===== config.mk =====
export PLATFORM = sky130hd
export DESIGN_NAME = cache_manage
export DESIGN_NICKNAME = d
export VERILOG_FILES = /design/src/cache_pkg.sv /design/src/icache.sv /design/src/dcache.sv /design/src/uncached_bridge.sv /design/src/cbus_arbiter.sv /design/src/cache_manage.sv
export SDC_FILE = /design/constraint.sdc
export NUM_CORES = 2
export LEC_CHECK = 0
export BUFFER_PORTS_ARGS = -buffer_cell sky130_fd_sc_hd__buf_4
export CORE_ASPECT_RATIO = 0.8
export CORE_MARGIN = 2
export CORE_UTILIZATION = 50
export CTS_CLUSTER_SIZE = 16
export DETAILED_ROUTE_END_ITERATION = 10
export PLACE_DENSITY_LB_ADDON = 0.1
export SYNTH_ARGS = -nofsm -noshare
export SYNTH_HDL_FRONTEND = slang
export SYNTH_SLANG_ARGS = --single-unit

===== constraint.sdc =====
create_clock -name clk -period 12.29 [get_ports clk]
set_input_delay 1.229 -clock clk [delete_from_list [all_inputs] [get_ports clk]]
set_output_delay 1.229 -clock clk [all_outputs]
set_load 0.05 [all_outputs]

===== src/cache_pkg.sv =====
package cache_pkg;

    localparam int addr_w = 32;
    localparam int data_w = 32;
    localparam int strb_w = 4;

    // direct-mapped, one word per line
    localparam int cache_sets = 32;
    localparam int index_w = 5;
    localparam int tag_w = 25;
    localparam int offset_w = 2;

    localparam int cbus_masters = 4;

    // top three address bits of the fixed segments
    localparam logic [2:0] kseg0_top = 3'b100;
    localparam logic [2:0] kseg1_top = 3'b101;

    // controller states shared by the caches and the bridge
    localparam logic [1:0] st_idle = 2'd0;
    localparam logic [1:0] st_bus = 2'd1;
    localparam logic [1:0] st_resp = 2'd2;

    typedef union packed {
        logic [addr_w-1:0] raw;
        struct packed {
            logic [tag_w-1:0] tag;
            logic [index_w-1:0] index;
            logic [offset_w-1:0] offset;
        } f;
    } phys_addr_t;

endpackage


===== src/icache.sv =====
`timescale 1ns/1ps

module icache (
    input  logic clk,
    input  logic reset,
    input  logic ireq_valid,
    input  cache_pkg::phys_addr_t ireq_addr,
    output logic iresp_addr_ok,
    output logic iresp_data_ok,
    output logic [cache_pkg::data_w-1:0] iresp_data,
    output logic creq_valid,
    output logic creq_write,
    output logic [cache_pkg::addr_w-1:0] creq_addr,
    output logic [cache_pkg::strb_w-1:0] creq_strobe,
    output logic [cache_pkg::data_w-1:0] creq_wdata,
    input  logic cresp_ready,
    input  logic [cache_pkg::data_w-1:0] cresp_data
);

    logic [1:0] state;
    logic [cache_pkg::cache_sets-1:0] valid_q;
    logic [cache_pkg::tag_w-1:0] tag_q [cache_pkg::cache_sets];
    logic [cache_pkg::data_w-1:0] data_q [cache_pkg::cache_sets];
    cache_pkg::phys_addr_t addr_q;
    logic hit;

    // lookup on the incoming request, before it is latched
    assign hit = valid_q[ireq_addr.f.index] && tag_q[ireq_addr.f.index] == ireq_addr.f.tag;

    assign iresp_addr_ok = ireq_valid && state == cache_pkg::st_idle;
    assign iresp_data_ok = state == cache_pkg::st_resp;
    assign iresp_data = data_q[addr_q.f.index];

    // read-only, so only word reads reach the bus
    assign creq_valid = state == cache_pkg::st_bus;
    assign creq_write = 1'b0;
    assign creq_addr = addr_q.raw;
    assign creq_strobe = '0;
    assign creq_wdata = '0;

    always_ff @(posedge clk) begin
        if (reset) begin
            state <= cache_pkg::st_idle;
            valid_q <= '0;
        end else begin
            case (state)
                cache_pkg::st_idle: begin
                    if (iresp_addr_ok) begin
                        state <= hit ? cache_pkg::st_resp : cache_pkg::st_bus;
                    end
                end
                cache_pkg::st_bus: begin
                    if (cresp_ready) begin
                        valid_q[addr_q.f.index] <= 1'b1;
                        state <= cache_pkg::st_resp;
                    end
                end
                default: state <= cache_pkg::st_idle;
            endcase
        end
    end

    always_ff @(posedge clk) begin
        if (iresp_addr_ok) begin
            addr_q <= ireq_addr;
        end
        // line fill
        if (creq_valid && cresp_ready) begin
            tag_q[addr_q.f.index] <= addr_q.f.tag;
            data_q[addr_q.f.index] <= cresp_data;
        end
    end

endmodule


===== src/dcache.sv =====
`timescale 1ns/1ps

module dcache (
    input  logic clk,
    input  logic reset,
    input  logic dreq_1_valid,
    input  cache_pkg::phys_addr_t dreq_1_addr,
    input  logic dreq_1_write,
    input  logic [cache_pkg::strb_w-1:0] dreq_1_strobe,
    input  logic [cache_pkg::data_w-1:0] dreq_1_wdata,
    output logic dresp_1_addr_ok,
    output logic dresp_1_data_ok,
    output logic [cache_pkg::data_w-1:0] dresp_1_data,
    input  logic dreq_2_valid,
    input  cache_pkg::phys_addr_t dreq_2_addr,
    input  logic dreq_2_write,
    input  logic [cache_pkg::strb_w-1:0] dreq_2_strobe,
    input  logic [cache_pkg::data_w-1:0] dreq_2_wdata,
    output logic dresp_2_addr_ok,
    output logic dresp_2_data_ok,
    output logic [cache_pkg::data_w-1:0] dresp_2_data,
    output logic creq_valid,
    output logic creq_write,
    output logic [cache_pkg::addr_w-1:0] creq_addr,
    output logic [cache_pkg::strb_w-1:0] creq_strobe,
    output logic [cache_pkg::data_w-1:0] creq_wdata,
    input  logic cresp_ready,
    input  logic [cache_pkg::data_w-1:0] cresp_data
);

    logic [1:0] state;
    logic [cache_pkg::cache_sets-1:0] valid_q;
    logic [cache_pkg::tag_w-1:0] tag_q [cache_pkg::cache_sets];
    logic [cache_pkg::data_w-1:0] data_q [cache_pkg::cache_sets];

    // one request slot per port
    cache_pkg::phys_addr_t r1_addr;
    cache_pkg::phys_addr_t r2_addr;
    logic r1_write;
    logic r2_write;
    logic [cache_pkg::strb_w-1:0] r1_strobe;
    logic [cache_pkg::strb_w-1:0] r2_strobe;
    logic [cache_pkg::data_w-1:0] r1_wdata;
    logic [cache_pkg::data_w-1:0] r2_wdata;

    logic pend_2;
    logic cur_2;
    logic done;

    cache_pkg::phys_addr_t cur_addr;
    logic cur_write;
    logic [cache_pkg::strb_w-1:0] cur_strobe;
    logic [cache_pkg::data_w-1:0] cur_wdata;
    logic [cache_pkg::data_w-1:0] merged;
    logic hit;
    logic finish;

    always_comb begin
        cur_addr = cur_2 ? r2_addr : r1_addr;
        cur_write = cur_2 ? r2_write : r1_write;
        cur_strobe = cur_2 ? r2_strobe : r1_strobe;
        cur_wdata = cur_2 ? r2_wdata : r1_wdata;
    end

    always_comb begin
        merged = data_q[cur_addr.f.index];
        for (int i = 0; i < cache_pkg::strb_w; i++) begin
            if (cur_strobe[i]) begin
                merged[8*i +: 8] = cur_wdata[8*i +: 8];
            end
        end
    end

    assign hit = valid_q[cur_addr.f.index] && tag_q[cur_addr.f.index] == cur_addr.f.tag;
    // reads finish on a hit, stores once their write-through is done
    assign finish = state == cache_pkg::st_resp && (done || (!cur_write && hit));

    assign dresp_1_addr_ok = dreq_1_valid && state == cache_pkg::st_idle;
    assign dresp_2_addr_ok = dreq_2_valid && state == cache_pkg::st_idle;
    assign dresp_1_data_ok = finish && !cur_2;
    assign dresp_2_data_ok = finish && cur_2;
    assign dresp_1_data = data_q[cur_addr.f.index];
    assign dresp_2_data = data_q[cur_addr.f.index];

    assign creq_valid = state == cache_pkg::st_bus;
    assign creq_write = cur_write;
    assign creq_addr = cur_addr.raw;
    assign creq_strobe = cur_write ? cur_strobe : '0;
    assign creq_wdata = cur_wdata;

    always_ff @(posedge clk) begin
        if (reset) begin
            state <= cache_pkg::st_idle;
            valid_q <= '0;
            pend_2 <= 1'b0;
            cur_2 <= 1'b0;
            done <= 1'b0;
        end else begin
            case (state)
                cache_pkg::st_idle: begin
                    if (dresp_1_addr_ok || dresp_2_addr_ok) begin
                        pend_2 <= dresp_2_addr_ok;
                        cur_2 <= !dresp_1_addr_ok;
                        state <= cache_pkg::st_resp;
                    end
                end
                cache_pkg::st_resp: begin
                    if (finish) begin
                        done <= 1'b0;
                        // port 2 waits behind port 1
                        if (!cur_2 && pend_2) begin
                            cur_2 <= 1'b1;
                        end else begin
                            pend_2 <= 1'b0;
                            state <= cache_pkg::st_idle;
                        end
                    end else begin
                        state <= cache_pkg::st_bus;
                    end
                end
                cache_pkg::st_bus: begin
                    if (cresp_ready) begin
                        done <= 1'b1;
                        state <= cache_pkg::st_resp;
                        if (!cur_write) begin
                            valid_q[cur_addr.f.index] <= 1'b1;
                        end
                    end
                end
                default: state <= cache_pkg::st_idle;
            endcase
        end
    end

    always_ff @(posedge clk) begin
        if (dresp_1_addr_ok) begin
            r1_addr <= dreq_1_addr;
            r1_write <= dreq_1_write;
            r1_strobe <= dreq_1_strobe;
            r1_wdata <= dreq_1_wdata;
        end
        if (dresp_2_addr_ok) begin
            r2_addr <= dreq_2_addr;
            r2_write <= dreq_2_write;
            r2_strobe <= dreq_2_strobe;
            r2_wdata <= dreq_2_wdata;
        end
        // store hit updates the line, a store miss leaves it alone
        if (state == cache_pkg::st_resp && !finish && cur_write && hit) begin
            data_q[cur_addr.f.index] <= merged;
        end
        if (creq_valid && cresp_ready && !cur_write) begin
            tag_q[cur_addr.f.index] <= cur_addr.f.tag;
            data_q[cur_addr.f.index] <= cresp_data;
        end
    end

endmodule


===== src/uncached_bridge.sv =====
`timescale 1ns/1ps

module uncached_bridge (
    input  logic clk,
    input  logic reset,
    input  logic dreq_valid,
    input  logic [cache_pkg::addr_w-1:0] dreq_addr,
    input  logic dreq_write,
    input  logic [cache_pkg::strb_w-1:0] dreq_strobe,
    input  logic [cache_pkg::data_w-1:0] dreq_wdata,
    output logic dresp_addr_ok,
    output logic dresp_data_ok,
    output logic [cache_pkg::data_w-1:0] dresp_data,
    output logic creq_valid,
    output logic creq_write,
    output logic [cache_pkg::addr_w-1:0] creq_addr,
    output logic [cache_pkg::strb_w-1:0] creq_strobe,
    output logic [cache_pkg::data_w-1:0] creq_wdata,
    input  logic cresp_ready,
    input  logic [cache_pkg::data_w-1:0] cresp_data
);

    logic [1:0] state;
    logic [cache_pkg::data_w-1:0] rdata_q;

    assign dresp_addr_ok = dreq_valid && state == cache_pkg::st_idle;
    assign dresp_data_ok = state == cache_pkg::st_resp;
    assign dresp_data = rdata_q;
    assign creq_valid = state == cache_pkg::st_bus;

    always_ff @(posedge clk) begin
        if (reset) begin
            state <= cache_pkg::st_idle;
        end else begin
            case (state)
                cache_pkg::st_idle: begin
                    if (dresp_addr_ok) begin
                        state <= cache_pkg::st_bus;
                    end
                end
                cache_pkg::st_bus: begin
                    if (cresp_ready) begin
                        state <= cache_pkg::st_resp;
                    end
                end
                default: state <= cache_pkg::st_idle;
            endcase
        end
    end

    // request held on the bus straight from these registers
    always_ff @(posedge clk) begin
        if (dresp_addr_ok) begin
            creq_write <= dreq_write;
            creq_addr <= dreq_addr;
            creq_strobe <= dreq_strobe;
            creq_wdata <= dreq_wdata;
        end
        if (creq_valid && cresp_ready) begin
            rdata_q <= cresp_data;
        end
    end

endmodule


===== src/cbus_arbiter.sv =====
`timescale 1ns/1ps

module cbus_arbiter (
    input  logic clk,
    input  logic reset,
    input  logic [cache_pkg::cbus_masters-1:0] m_valid,
    input  logic [cache_pkg::cbus_masters-1:0] m_write,
    input  logic [cache_pkg::cbus_masters-1:0][cache_pkg::addr_w-1:0] m_addr,
    input  logic [cache_pkg::cbus_masters-1:0][cache_pkg::data_w-1:0] m_wdata,
    input  logic [cache_pkg::cbus_masters-1:0][cache_pkg::strb_w-1:0] m_strobe,
    output logic [cache_pkg::cbus_masters-1:0] m_ready,
    output logic [cache_pkg::data_w-1:0] m_data,
    output logic creq_valid,
    output logic creq_write,
    output logic [cache_pkg::addr_w-1:0] creq_addr,
    output logic [cache_pkg::strb_w-1:0] creq_strobe,
    output logic [cache_pkg::data_w-1:0] creq_wdata,
    input  logic cresp_ready,
    input  logic [cache_pkg::data_w-1:0] cresp_data
);

    localparam int grant_w = $clog2(cache_pkg::cbus_masters);

    logic locked;
    logic [grant_w-1:0] grant_q;
    logic [grant_w-1:0] grant_pick;
    logic [grant_w-1:0] grant;

    // lowest index wins
    always_comb begin
        grant_pick = '0;
        for (int i = cache_pkg::cbus_masters - 1; i >= 0; i--) begin
            if (m_valid[i]) begin
                grant_pick = grant_w'(i);
            end
        end
    end

    assign grant = locked ? grant_q : grant_pick;

    assign creq_valid = m_valid[grant];
    assign creq_write = m_write[grant];
    assign creq_addr = m_addr[grant];
    assign creq_strobe = m_strobe[grant];
    assign creq_wdata = m_wdata[grant];

    always_comb begin
        m_ready = '0;
        m_ready[grant] = creq_valid && cresp_ready;
    end
    assign m_data = cresp_data;

    always_ff @(posedge clk) begin
        if (reset) begin
            locked <= 1'b0;
            grant_q <= '0;
        end else if (creq_valid && !cresp_ready) begin
            locked <= 1'b1;
            grant_q <= grant;
        end else if (cresp_ready) begin
            locked <= 1'b0;
        end
    end

endmodule


===== src/cache_manage.sv =====
`timescale 1ns/1ps

module cache_manage (
    input  logic clk,
    input  logic reset,
    input  logic ireq_valid,
    input  logic [cache_pkg::addr_w-1:0] ireq_addr,
    output logic iresp_addr_ok,
    output logic iresp_data_ok,
    output logic [cache_pkg::data_w-1:0] iresp_data,
    input  logic dreq_1_valid,
    input  logic [cache_pkg::addr_w-1:0] dreq_1_addr,
    input  logic dreq_1_write,
    input  logic [cache_pkg::strb_w-1:0] dreq_1_strobe,
    input  logic [cache_pkg::data_w-1:0] dreq_1_wdata,
    output logic dresp_1_addr_ok,
    output logic dresp_1_data_ok,
    output logic [cache_pkg::data_w-1:0] dresp_1_data,
    input  logic dreq_2_valid,
    input  logic [cache_pkg::addr_w-1:0] dreq_2_addr,
    input  logic dreq_2_write,
    input  logic [cache_pkg::strb_w-1:0] dreq_2_strobe,
    input  logic [cache_pkg::data_w-1:0] dreq_2_wdata,
    output logic dresp_2_addr_ok,
    output logic dresp_2_data_ok,
    output logic [cache_pkg::data_w-1:0] dresp_2_data,
    output logic creq_valid,
    output logic creq_write,
    output logic [cache_pkg::addr_w-1:0] creq_addr,
    output logic [cache_pkg::strb_w-1:0] creq_strobe,
    output logic [cache_pkg::data_w-1:0] creq_wdata,
    input  logic cresp_ready,
    input  logic [cache_pkg::data_w-1:0] cresp_data
);

    cache_pkg::phys_addr_t i_paddr;
    cache_pkg::phys_addr_t d1_paddr;
    cache_pkg::phys_addr_t d2_paddr;
    logic d1_uncached;
    logic d2_uncached;

    // outstanding request per port, and whether it went to the bridge
    logic busy_1;
    logic busy_2;
    logic route_1;
    logic route_2;

    logic dc1_valid;
    logic dc2_valid;
    logic dc1_addr_ok;
    logic dc2_addr_ok;
    logic dc1_data_ok;
    logic dc2_data_ok;
    logic [cache_pkg::data_w-1:0] dc1_data;
    logic [cache_pkg::data_w-1:0] dc2_data;
    logic br1_valid;
    logic br2_valid;
    logic br1_addr_ok;
    logic br2_addr_ok;
    logic br1_data_ok;
    logic br2_data_ok;
    logic [cache_pkg::data_w-1:0] br1_data;
    logic [cache_pkg::data_w-1:0] br2_data;

    // master 0 bridge 1, 1 dcache, 2 bridge 2, 3 icache
    logic [cache_pkg::cbus_masters-1:0] m_valid;
    logic [cache_pkg::cbus_masters-1:0] m_write;
    logic [cache_pkg::cbus_masters-1:0] m_ready;
    logic [cache_pkg::cbus_masters-1:0][cache_pkg::addr_w-1:0] m_addr;
    logic [cache_pkg::cbus_masters-1:0][cache_pkg::data_w-1:0] m_wdata;
    logic [cache_pkg::cbus_masters-1:0][cache_pkg::strb_w-1:0] m_strobe;
    logic [cache_pkg::data_w-1:0] m_data;

    // kseg0 and kseg1 drop their segment bits, the rest maps one to one
    function automatic logic [cache_pkg::addr_w-1:0] translate(
        input logic [cache_pkg::addr_w-1:0] vaddr
    );
        logic [2:0] seg;
        seg = vaddr[cache_pkg::addr_w-1 -: 3];
        if (seg == cache_pkg::kseg0_top || seg == cache_pkg::kseg1_top) begin
            return {3'b000, vaddr[cache_pkg::addr_w-4:0]};
        end
        return vaddr;
    endfunction

    always_comb begin
        i_paddr.raw = translate(ireq_addr);
        d1_paddr.raw = translate(dreq_1_addr);
        d2_paddr.raw = translate(dreq_2_addr);
    end

    assign d1_uncached = dreq_1_addr[cache_pkg::addr_w-1 -: 3] == cache_pkg::kseg1_top;
    assign d2_uncached = dreq_2_addr[cache_pkg::addr_w-1 -: 3] == cache_pkg::kseg1_top;

    assign dc1_valid = dreq_1_valid && !busy_1 && !d1_uncached;
    assign br1_valid = dreq_1_valid && !busy_1 && d1_uncached;
    assign dc2_valid = dreq_2_valid && !busy_2 && !d2_uncached;
    assign br2_valid = dreq_2_valid && !busy_2 && d2_uncached;

    assign dresp_1_addr_ok = d1_uncached ? br1_addr_ok : dc1_addr_ok;
    assign dresp_2_addr_ok = d2_uncached ? br2_addr_ok : dc2_addr_ok;
    assign dresp_1_data_ok = route_1 ? br1_data_ok : dc1_data_ok;
    assign dresp_2_data_ok = route_2 ? br2_data_ok : dc2_data_ok;
    assign dresp_1_data = route_1 ? br1_data : dc1_data;
    assign dresp_2_data = route_2 ? br2_data : dc2_data;

    always_ff @(posedge clk) begin
        if (reset) begin
            busy_1 <= 1'b0;
            busy_2 <= 1'b0;
            route_1 <= 1'b0;
            route_2 <= 1'b0;
        end else begin
            if (dresp_1_addr_ok) begin
                busy_1 <= 1'b1;
                route_1 <= d1_uncached;
            end else if (dresp_1_data_ok) begin
                busy_1 <= 1'b0;
            end
            if (dresp_2_addr_ok) begin
                busy_2 <= 1'b1;
                route_2 <= d2_uncached;
            end else if (dresp_2_data_ok) begin
                busy_2 <= 1'b0;
            end
        end
    end

    icache u_icache (
        .clk, .reset,
        .ireq_valid, .ireq_addr(i_paddr), .iresp_addr_ok, .iresp_data_ok, .iresp_data,
        .creq_valid(m_valid[3]), .creq_write(m_write[3]), .creq_addr(m_addr[3]),
        .creq_strobe(m_strobe[3]), .creq_wdata(m_wdata[3]),
        .cresp_ready(m_ready[3]), .cresp_data(m_data)
    );

    dcache u_dcache (
        .clk, .reset,
        .dreq_1_valid(dc1_valid), .dreq_1_addr(d1_paddr), .dreq_1_write,
        .dreq_1_strobe, .dreq_1_wdata, .dresp_1_addr_ok(dc1_addr_ok),
        .dresp_1_data_ok(dc1_data_ok), .dresp_1_data(dc1_data),
        .dreq_2_valid(dc2_valid), .dreq_2_addr(d2_paddr), .dreq_2_write,
        .dreq_2_strobe, .dreq_2_wdata, .dresp_2_addr_ok(dc2_addr_ok),
        .dresp_2_data_ok(dc2_data_ok), .dresp_2_data(dc2_data),
        .creq_valid(m_valid[1]), .creq_write(m_write[1]), .creq_addr(m_addr[1]),
        .creq_strobe(m_strobe[1]), .creq_wdata(m_wdata[1]),
        .cresp_ready(m_ready[1]), .cresp_data(m_data)
    );

    uncached_bridge u_bridge_1 (
        .clk, .reset,
        .dreq_valid(br1_valid), .dreq_addr(d1_paddr.raw), .dreq_write(dreq_1_write),
        .dreq_strobe(dreq_1_strobe), .dreq_wdata(dreq_1_wdata),
        .dresp_addr_ok(br1_addr_ok), .dresp_data_ok(br1_data_ok), .dresp_data(br1_data),
        .creq_valid(m_valid[0]), .creq_write(m_write[0]), .creq_addr(m_addr[0]),
        .creq_strobe(m_strobe[0]), .creq_wdata(m_wdata[0]),
        .cresp_ready(m_ready[0]), .cresp_data(m_data)
    );

    uncached_bridge u_bridge_2 (
        .clk, .reset,
        .dreq_valid(br2_valid), .dreq_addr(d2_paddr.raw), .dreq_write(dreq_2_write),
        .dreq_strobe(dreq_2_strobe), .dreq_wdata(dreq_2_wdata),
        .dresp_addr_ok(br2_addr_ok), .dresp_data_ok(br2_data_ok), .dresp_data(br2_data),
        .creq_valid(m_valid[2]), .creq_write(m_write[2]), .creq_addr(m_addr[2]),
        .creq_strobe(m_strobe[2]), .creq_wdata(m_wdata[2]),
        .cresp_ready(m_ready[2]), .cresp_data(m_data)
    );

    cbus_arbiter u_arbiter (
        .clk, .reset,
        .m_valid, .m_write, .m_addr, .m_wdata, .m_strobe, .m_ready, .m_data,
        .creq_valid, .creq_write, .creq_addr, .creq_strobe, .creq_wdata,
        .cresp_ready, .cresp_data
    );

endmodule


== After elaboration in Yosys (flattened, before gate mapping) ==
Memory sizes are Yosys's and may differ from the RTL's. A register that Yosys moved wholly into a read port is not among the register bits.
Index checks and enable logic that the tools add are counted.

* Order comparisons: 7
* Equality and inequality tests: 28
* Muxes and demuxes: 89
* Bitwise operators: 5
* Reductions and logical operators: 63

{| class="wikitable"
|+ Operators by type and width
! kind !! number
|-
| two-way mux 32 bit || 13
|-
| binary-select mux 32 bit (select 2 bit) || 2
|-
| bitwise OR 32 bit || 2
|-
| equality test 25 bit || 2
|-
| two-way mux 1 bit || 35
|-
| two-way mux 2 bit || 16
|-
| two-way mux 8 bit || 4
|-
| logical AND 1 bit || 31
|-
| != test 2 bit, second input constant || 10
|-
| equality test 3 bit, second input constant || 6
|-
| < comparator 5 x 6 -> 1 bit, second input constant || 3
|-
| two-way mux 4 bit || 3
|-
| case mux 2 bit (2 select lines) || 3
|-
| binary-select mux 1 bit (select 5 bit) || 2
|-
| demux 1 bit (select 5 bit) || 2
|-
| greater-or-equal comparator 5 x 1 -> 1 bit, second input constant || 2
|-
| nonzero test 2 bit || 5
|-
| logical NOT 1 bit || 9
|-
| AND reduction 3 bit || 3
|-
| binary-select mux 4 bit (select 2 bit) || 1
|-
| equality test 2 x 1 -> 1 bit, second input constant || 4
|-
| equality test 2 bit, second input constant || 4
|-
| logical NOT 2 bit || 4
|-
| AND reduction 2 bit || 4
|-
| other kinds (14) || 22
|}

* Register bits after elaboration: 454
* RAM bits: 3648
* Bits of input ports: 208
* Output and inout bits: 172
* Logic and storage cells: 230
* Memories kept: 4

{| class="wikitable"
|+ Memory list
! name !! depth !! bits a word !! rd ports !! clocked after Yosys merged registers in !! wr ports !! RTL line !! text
|-
| u_dcache.data_q || 32 || 32 || 1 || 0 || 1 || dcache.sv:34 || <nowiki>logic [cache_pkg::data_w-1:0] data_q [cache_pkg::cache_sets];</nowiki>
|-
| u_icache.data_q || 32 || 32 || 1 || 1 || 1 || icache.sv:23 || <nowiki>logic [cache_pkg::data_w-1:0] data_q [cache_pkg::cache_sets];</nowiki>
|-
| u_dcache.tag_q || 32 || 25 || 1 || 0 || 1 || dcache.sv:33 || <nowiki>logic [cache_pkg::tag_w-1:0] tag_q [cache_pkg::cache_sets];</nowiki>
|-
| u_icache.tag_q || 32 || 25 || 1 || 0 || 1 || icache.sv:22 || <nowiki>logic [cache_pkg::tag_w-1:0] tag_q [cache_pkg::cache_sets];</nowiki>
|}

== Depth between registers and ports, before layout ==
* Word-level depth: 16
* Mapped depth: 17
* Depth with buffers taken out: 11

== Cells and area by module ==
A second synthesis with hierarchy kept.

* Cell total of the unflattened synthesis: 7851
* Area total of the unflattened synthesis: 160727.9 um^2

{| class="wikitable"
|+ Modules (own cells, without submodules)
! module !! instances !! cells each !! area an instance (um^2) !! seq. area each (um^2)
|-
| dcache || 1 || 4095 || 78262.6 || 59657.2
|-
| icache || 1 || 3125 || 72208.0 || 56514.2
|-
| uncached_bridge || 2 || 110 || 3123.0 || 3072.9
|-
| cbus_arbiter || 1 || 295 || 2926.6 || 60.1
|-
| cache_manage || 1 || 116 || 1084.8 || 80.1
|}

== Least setup slack after synthesis ==
No wires, ideal clock.

* Kind: input to output
* Start: input port dreq_2_addr[31] (netlist name)
* End: output port dresp_2_addr_ok
* Arrival time: 9.801 ns
* Required time: 11.061 ns
* Setup slack: 1.260 ns
* Cell stages on the path: 4
* Path buffers: 0
* Cells stage by stage: nor2b_1 -> nand2_1 -> nor4b_1 -> or2_2

* Elaborated cells on any way between the ends: 7
* Those cells by class: 1 x eq/ne; 1 x mux; 5 x reduce/logical

{| class="wikitable"
|+ RTL lines
! element !! RTL line !! text
|-
| from (decl) || cache_manage.sv:20 || <nowiki>input logic [cache_pkg::addr_w-1:0] dreq_2_addr,</nowiki>
|-
| equality test 3 bit || cache_manage.sv:93 || <nowiki>assign d2_uncached = dreq_2_addr[cache_pkg::addr_w-1 -: 3] == cache_pkg::kseg1_top;</nowiki>
|-
| logical AND 1 bit || cache_manage.sv:98 || <nowiki>assign br2_valid = dreq_2_valid && !busy_2 && d2_uncached;</nowiki>
|-
| logical AND 1 bit || uncached_bridge.sv:26 || <nowiki>assign dresp_addr_ok = dreq_valid && state == cache_pkg::st_idle;</nowiki>
|-
| named net br2_addr_ok || cache_manage.sv:59 || <nowiki>logic br2_addr_ok;</nowiki>
|-
| two-way mux 1 bit || cache_manage.sv:101 || <nowiki>assign dresp_2_addr_ok = d2_uncached ? br2_addr_ok : dc2_addr_ok;</nowiki>
|-
| to (decl) || cache_manage.sv:24 || <nowiki>output logic dresp_2_addr_ok,</nowiki>
|}

The timed path passes the listed nets, and every way through them passes these cells.

== Worst setup path in the final report ==
* Start: register u_dcache.cur_2
* End: output port dresp_1_data_ok

* Word-level cells in the longest chain between the ends: 9
* Elaborated cells on any way between the ends: 14
* Those cells by class: 1 x eq/ne; 5 x mux; 7 x reduce/logical; 1 x memory

{| class="wikitable"
|+ RTL lines
! element !! RTL line !! text
|-
| from (decl) || dcache.sv:47 || <nowiki>logic cur_2;</nowiki>
|-
| from (signal assigned) || dcache.sv:103 || <nowiki>cur_2 <= !dresp_1_addr_ok;</nowiki>
|-
| two-way mux 32 bit || dcache.sv:59 || <nowiki>cur_addr = cur_2 ? r2_addr : r1_addr;</nowiki>
|-
| memory read (32 x 25 bit) or binary-select mux 1 bit (select 5 bit) (tied branches) || n/a ||
|-
| equality test 25 bit or two-way mux 1 bit (tied branches) || dcache.sv:74 || <nowiki>assign hit = valid_q[cur_addr.f.index] && tag_q[cur_addr.f.index] == cur_addr.f.tag;</nowiki>
|-
| logical AND 1 bit || dcache.sv:74 ||
|-
| logical AND 1 bit || dcache.sv:76 || <nowiki>assign finish = state == cache_pkg::st_resp && (done || (!cur_write && hit));</nowiki>
|-
| logical OR 1 bit || dcache.sv:76 ||
|-
| logical AND 1 bit || dcache.sv:76 ||
|-
| logical AND 1 bit (*) || dcache.sv:80 || <nowiki>assign dresp_1_data_ok = finish && !cur_2;</nowiki>
|-
| two-way mux 1 bit (*) || cache_manage.sv:102 || <nowiki>assign dresp_1_data_ok = route_1 ? br1_data_ok : dc1_data_ok;</nowiki>
|-
| to (decl) || cache_manage.sv:17 || <nowiki>output logic dresp_1_data_ok,</nowiki>
|}

Mark *: on every way between the ends. The rest lies on a longest branch, timed or not. The select of a mux whose other input is x is not followed.

==> metrics.txt <==
# TYPE chip_impl_metric gauge
chip_impl_metric{name="post_synth.cell_area_avg",unit="sq um"} 20.7
chip_impl_metric{name="ant_nets",unit=""} 0
chip_impl_metric{name="drt_pre_antenna_iters",unit=""} 6
chip_impl_metric{name="power_switching_share",unit="%"} 29.0
chip_impl_metric{name="clkSlewWorstSetupHoldPaths",unit="ps"} 60
chip_impl_metric{name="ys.warnings.count",unit=""} 0
chip_impl_metric{name="drt-initial-drc-count",unit=""} 10600
chip_impl_metric{name="cts_max_level",unit=""} 5
chip_impl_metric{name="postRouteWirelength",unit="microns"} 447000
chip_impl_metric{name="syn2layout_area_growth",unit="%"} 14.0
chip_impl_metric{name="post_synth_inst_count",unit=""} 7603
chip_impl_metric{name="route.detailed.wl_per_inst",unit="microns"} 35.1
chip_impl_metric{name="die_height",unit="microns"} 506
chip_impl_info{name="critical_path.reg2reg.startpoint",value="u_dcache.cur_2$_SDFFE_PP0P_"} 1
chip_impl_metric{name="post-route-period-util",unit="%"} 72.0
chip_impl_info{name="timing_startpoint_of_the_critical_path",value="u_dcache.cur_2$_SDFFE_PP0P_"} 1
chip_impl_metric{name="total_negative_slack_for_setup_checks",unit="ps"} 0
chip_impl_metric{name="area_of_the_die",unit="sq mm"} 0.319
chip_impl_metric{name="pin_count_of_the_biggest_net_entering_global_routing",unit=""} 183
chip_impl_metric{name="antenna_found_initial",unit=""} 22
chip_impl_info{name="hold_path_startpoint",value="u_icache.valid_q[2]$_SDFFE_PP0P_"} 1
chip_impl_metric{name="num_io_pins",unit=""} 380
chip_impl_metric{name="global_route.usage.total",unit="%"} 27.7
chip_impl_info{name="netlist_top_cells_area",value="edfxtp_1 77%, mux4_2 13%, nand2_1 1.6%"} 1
chip_impl_metric{name="die_w",unit="microns"} 631
chip_impl_metric{name="detailroute.via_count",unit=""} 81500
chip_impl_metric{name="hold_buffers",unit=""} 0
chip_impl_metric{name="synth_top_area_share",unit="%"} 76.7
chip_impl_info{name="critPathKind",value="register to output port"} 1
chip_impl_metric{name="syn-cell-area",unit="sq mm"} 0.157
chip_impl_info{name="min_path_type",value="register to register"} 1
chip_impl_metric{name="synth.yosys.seq_area_share",unit="%"} 77.8
chip_impl_metric{name="drive_gt1_share",unit="%"} 28.0
chip_impl_metric{name="worst-endpoint-required",unit="ps"} 11060
chip_impl_metric{name="irDropWorstVdd",unit="mV"} 0.302
chip_impl_metric{name="cts_sink_cnt",unit=""} 4107
chip_impl_metric{name="slew_at_the_pin_with_the_worst_max_slew_slack",unit="ps"} 1360
chip_impl_metric{name="cts.repair_timing.setup_buffer_count",unit=""} 0
chip_impl_info{name="timing.critical_path.to_type",value="output port"} 1
chip_impl_metric{name="vias_per_cell",unit=""} 6.39
chip_impl_metric{name="setup_viol_count_final",unit=""} 0
chip_impl_metric{name="global_route_wire_length_before_repair",unit="microns"} 621000
chip_impl_metric{name="final_nets",unit=""} 8450
chip_impl_metric{name="port-buffer-count",unit=""} 379
chip_impl_metric{name="pwr-share-clk",unit="%"} 33.3
chip_impl_metric{name="cts-buffers-inserted",unit=""} 403
chip_impl_info{name="cts_tree",value="built"} 1
chip_impl_metric{name="comb_power_share",unit="%"} 20.4
chip_impl_metric{name="finalHoldViolCount",unit=""} 0
chip_impl_info{name="grt_setup_unrepaired",value="false"} 1
chip_impl_metric{name="cp_data_arrival_time",unit="ps"} 7630
chip_impl_metric{name="worst_slew_margin_rel",unit="%"} 9.59
chip_impl_metric{name="placementRows",unit=""} 184
chip_impl_metric{name="timing.max_cap.violations",unit=""} 0
chip_impl_info{name="synth_top_cells_by_count",value="4020 x edfxtp_1, 875 x mux4_2, 664 x nand2_1, 223 x clkbuf_1, 213 x mux2i_1"} 1
chip_impl_metric{name="drc",unit=""} 0
chip_impl_metric{name="grt_pass1_vias",unit=""} 80400
chip_impl_metric{name="global_route.overflow_total",unit=""} 0
chip_impl_metric{name="sequentialPowerShare",unit="%"} 46.3
chip_impl_metric{name="hpwl",unit="microns"} 247000
chip_impl_metric{name="worst-path-max-fanout",unit=""} 182
chip_impl_metric{name="asyncSetResetFlopFracSynth",unit="%"} 0
chip_impl_metric{name="synth.distinct_cells",unit=""} 71
chip_impl_metric{name="synth_edf_count",unit=""} 4020
chip_impl_metric{name="coreArea",unit="sq mm"} 0.314
chip_impl_metric{name="slew_viol_final",unit=""} 0
chip_impl_metric{name="internal_power",unit="uW"} 25500
chip_impl_info{name="outcome",value="complete, no violations"} 1
chip_impl_metric{name="power_density",unit="mW/mm^2"} 200
chip_impl_metric{name="cts_resized",unit=""} 0
chip_impl_metric{name="clock_skew",unit="ps"} 44.0
chip_impl_info{name="critPathLaunchType",value="register"} 1
chip_impl_info{name="cts.root.buffer_cell",value="clkbuf_16"} 1
chip_impl_info{name="yosys_most_used_dff",value="edfxtp_1"} 1
chip_impl_info{name="synth.largest_area_cell",value="edfxtp_1"} 1
chip_impl_metric{name="maxClockFrequency",unit="MHz"} 113
chip_impl_metric{name="power.net_switching",unit="uW"} 10400
chip_impl_metric{name="initial_utilization",unit="%"} 50.2
chip_impl_metric{name="gp_congestion",unit=""} 0.826
chip_impl_metric{name="yosys_register_bits",unit=""} 4107
chip_impl_metric{name="period_minus_slack",unit="ps"} 8850
chip_impl_metric{name="clockBufferDepth",unit=""} 4
chip_impl_info{name="post-synth-top-count-cell",value="edfxtp_1"} 1
chip_impl_metric{name="power.static_leakage",unit="uW"} 0.0572
chip_impl_metric{name="syn_nets",unit=""} 7815
chip_impl_metric{name="final_core_util",unit="%"} 57.2
chip_impl_metric{name="clock_insertion_delay_worst_skew",unit="ps"} 920
through the flow:
stage                     total power [uW]  setup slack [ps]  hold slack [ps]  std cells  area [sq um]
after floorplan                      21500              1260              435       7603        157000
after global placement               24200              4720              441      12000        167000
after detailed placement             24300              4630              448      12000        167000
after CTS                            36200              3620              427      12700        179000
after global routing                 37100              3300              449      12700        180000
final                                36000              3440              462      12800        180000
layer usage:
| metal | global-route usage [%] | vias to the layer above | wire, microns |
|---|---|---|---|
| met1 | 41.1 | 44000 | 186000 |
| li1 | - | 32700 | - |
| met2 | 42.8 | 4101 | 207000 |
| met4 | 9.62 | 4 | 17400 |
| met5 | 0 | - | 30 |
| met3 | 3.96 | 748 | 36400 |
cells by family (layout without fill, tap and decap cells):
group,after synthesis,after routing,synth area share [%]
DFF,4107,4107,77.8
muxes,1223,1223,14.8
and+or+nand+nor,1214,1214,3.45
AOI/OAI and AO/OA,568,568,2.45
buffers and inverters,443,1395,1.22
xor gates and xnor gates,44,44,0.245
adders and majority gates,4,4,0.0318
other,0,14,0
worst max-delay path, stage by stage (launching register included):
cell	delay [ps]
dfxtp_4	740
mux2i_4	930
buf_12	710
nand2_1	130
a32oi_1	230
nand4_1	160
a2111oi_0	640
xnor2_1	430
o2111ai_1	480
or4_4	720
o31ai_2	790
nand2_1	90
o21ai_0	230
buf_4	240
power groups by stage:
stage	logic [uW]	registers, uW	clock network, uW
2_1_floorplan	4550	16900	0
3_3_place_gp	7250	17000	0
3_5_place_dp	7340	17000	0
4_1_cts	7350	16700	12100
5_1_grt	7730	16700	12700
6_report	7350	16700	12000
path summary, 6_finish.rpt:
path / cells after the start / to / slack (ps)
hold reg to reg: 1 / u_icache.valid_q[2]$_SDFFE_PP0P_ / 460
hold / removal: 1 / u_icache.valid_q[2]$_SDFFE_PP0P_ / 460
setup reg to reg: 13 / u_dcache.data_q[3][17]$_DFFE_PP_ / 4390
setup / recovery: 13 / dresp_1_data_ok / 3440
layout make-up:
cell class / count / area [sq um]
clock inverters: 229 / 1950
multi-input cells: 3053 / 34100
diodes: 14 / 35.0
clock buffers: 493 / 10700
flip-flops and latches: 4107 / 122000
inverters: 21 / 83.8
well taps: 4185 / 5240
repair buffers: 652 / 5060
fillers: 23200 / 134000
registers in the layout, summed over array words and instances, names as in the netlist, 4 cells and up, named ones only:
register and flops:
u_dcache.data_q 1024, u_icache.tag_q 800, u_bridge_1.creq_wdata 32, u_dcache.r1_addr 32
u_bridge_1.creq_addr 32, u_icache.valid_q 32, u_dcache.r2_wdata 32, u_bridge_1.creq_strobe 4
u_dcache.valid_q 32, u_bridge_2.dresp_data 32, u_bridge_2.creq_addr 32, u_bridge_1.dresp_data 32
u_dcache.tag_q 800, u_bridge_2.creq_strobe 4, u_dcache.r2_addr 32, u_icache.creq_addr 32
u_bridge_2.creq_wdata 32, u_icache.data_q 1024, u_dcache.r2_strobe 4, u_dcache.r1_wdata 32
u_dcache.r1_strobe 4
layout by cell type, fill, tap and decap left out, types with 7 or more instances in the layout:
| cell type | instances |
|---|---|
| a21oi_1 | 92 |
| a22oi_1 | 129 |
| a21oi_2 | 31 |
| nor4_1 | 22 |
| buf_12 | 10 |
| and2_1 | 10 |
| nor2b_1 | 13 |
| diode_2 | 14 |
| clkbuf_16 | 414 |
| nor3_2 | 30 |
| o21a_1 | 62 |
| clkbuf_1 | 79 |
| nor2_1 | 81 |
| o21ai_0 | 100 |
| nand4_1 | 64 |
| inv_1 | 16 |
| a21oi_4 | 9 |
| clkinvlp_4 | 14 |
| clkinv_1 | 95 |
| bufinv_16 | 31 |
| edfxtp_1 | 4020 |
| mux2_2 | 132 |
| xnor2_1 | 31 |
| mux2i_1 | 212 |
| nand4b_1 | 7 |
| clkinv_2 | 77 |
| a32oi_1 | 87 |
| nor3_1 | 13 |
| nand2_1 | 656 |
| nand3_1 | 186 |
| dfxtp_1 | 80 |
| buf_4 | 637 |
| xor2_1 | 13 |
| nor2_4 | 65 |
| o22ai_1 | 13 |
| and3_1 | 9 |
| mux4_2 | 875 |
(Power assumes the default switching activity.)
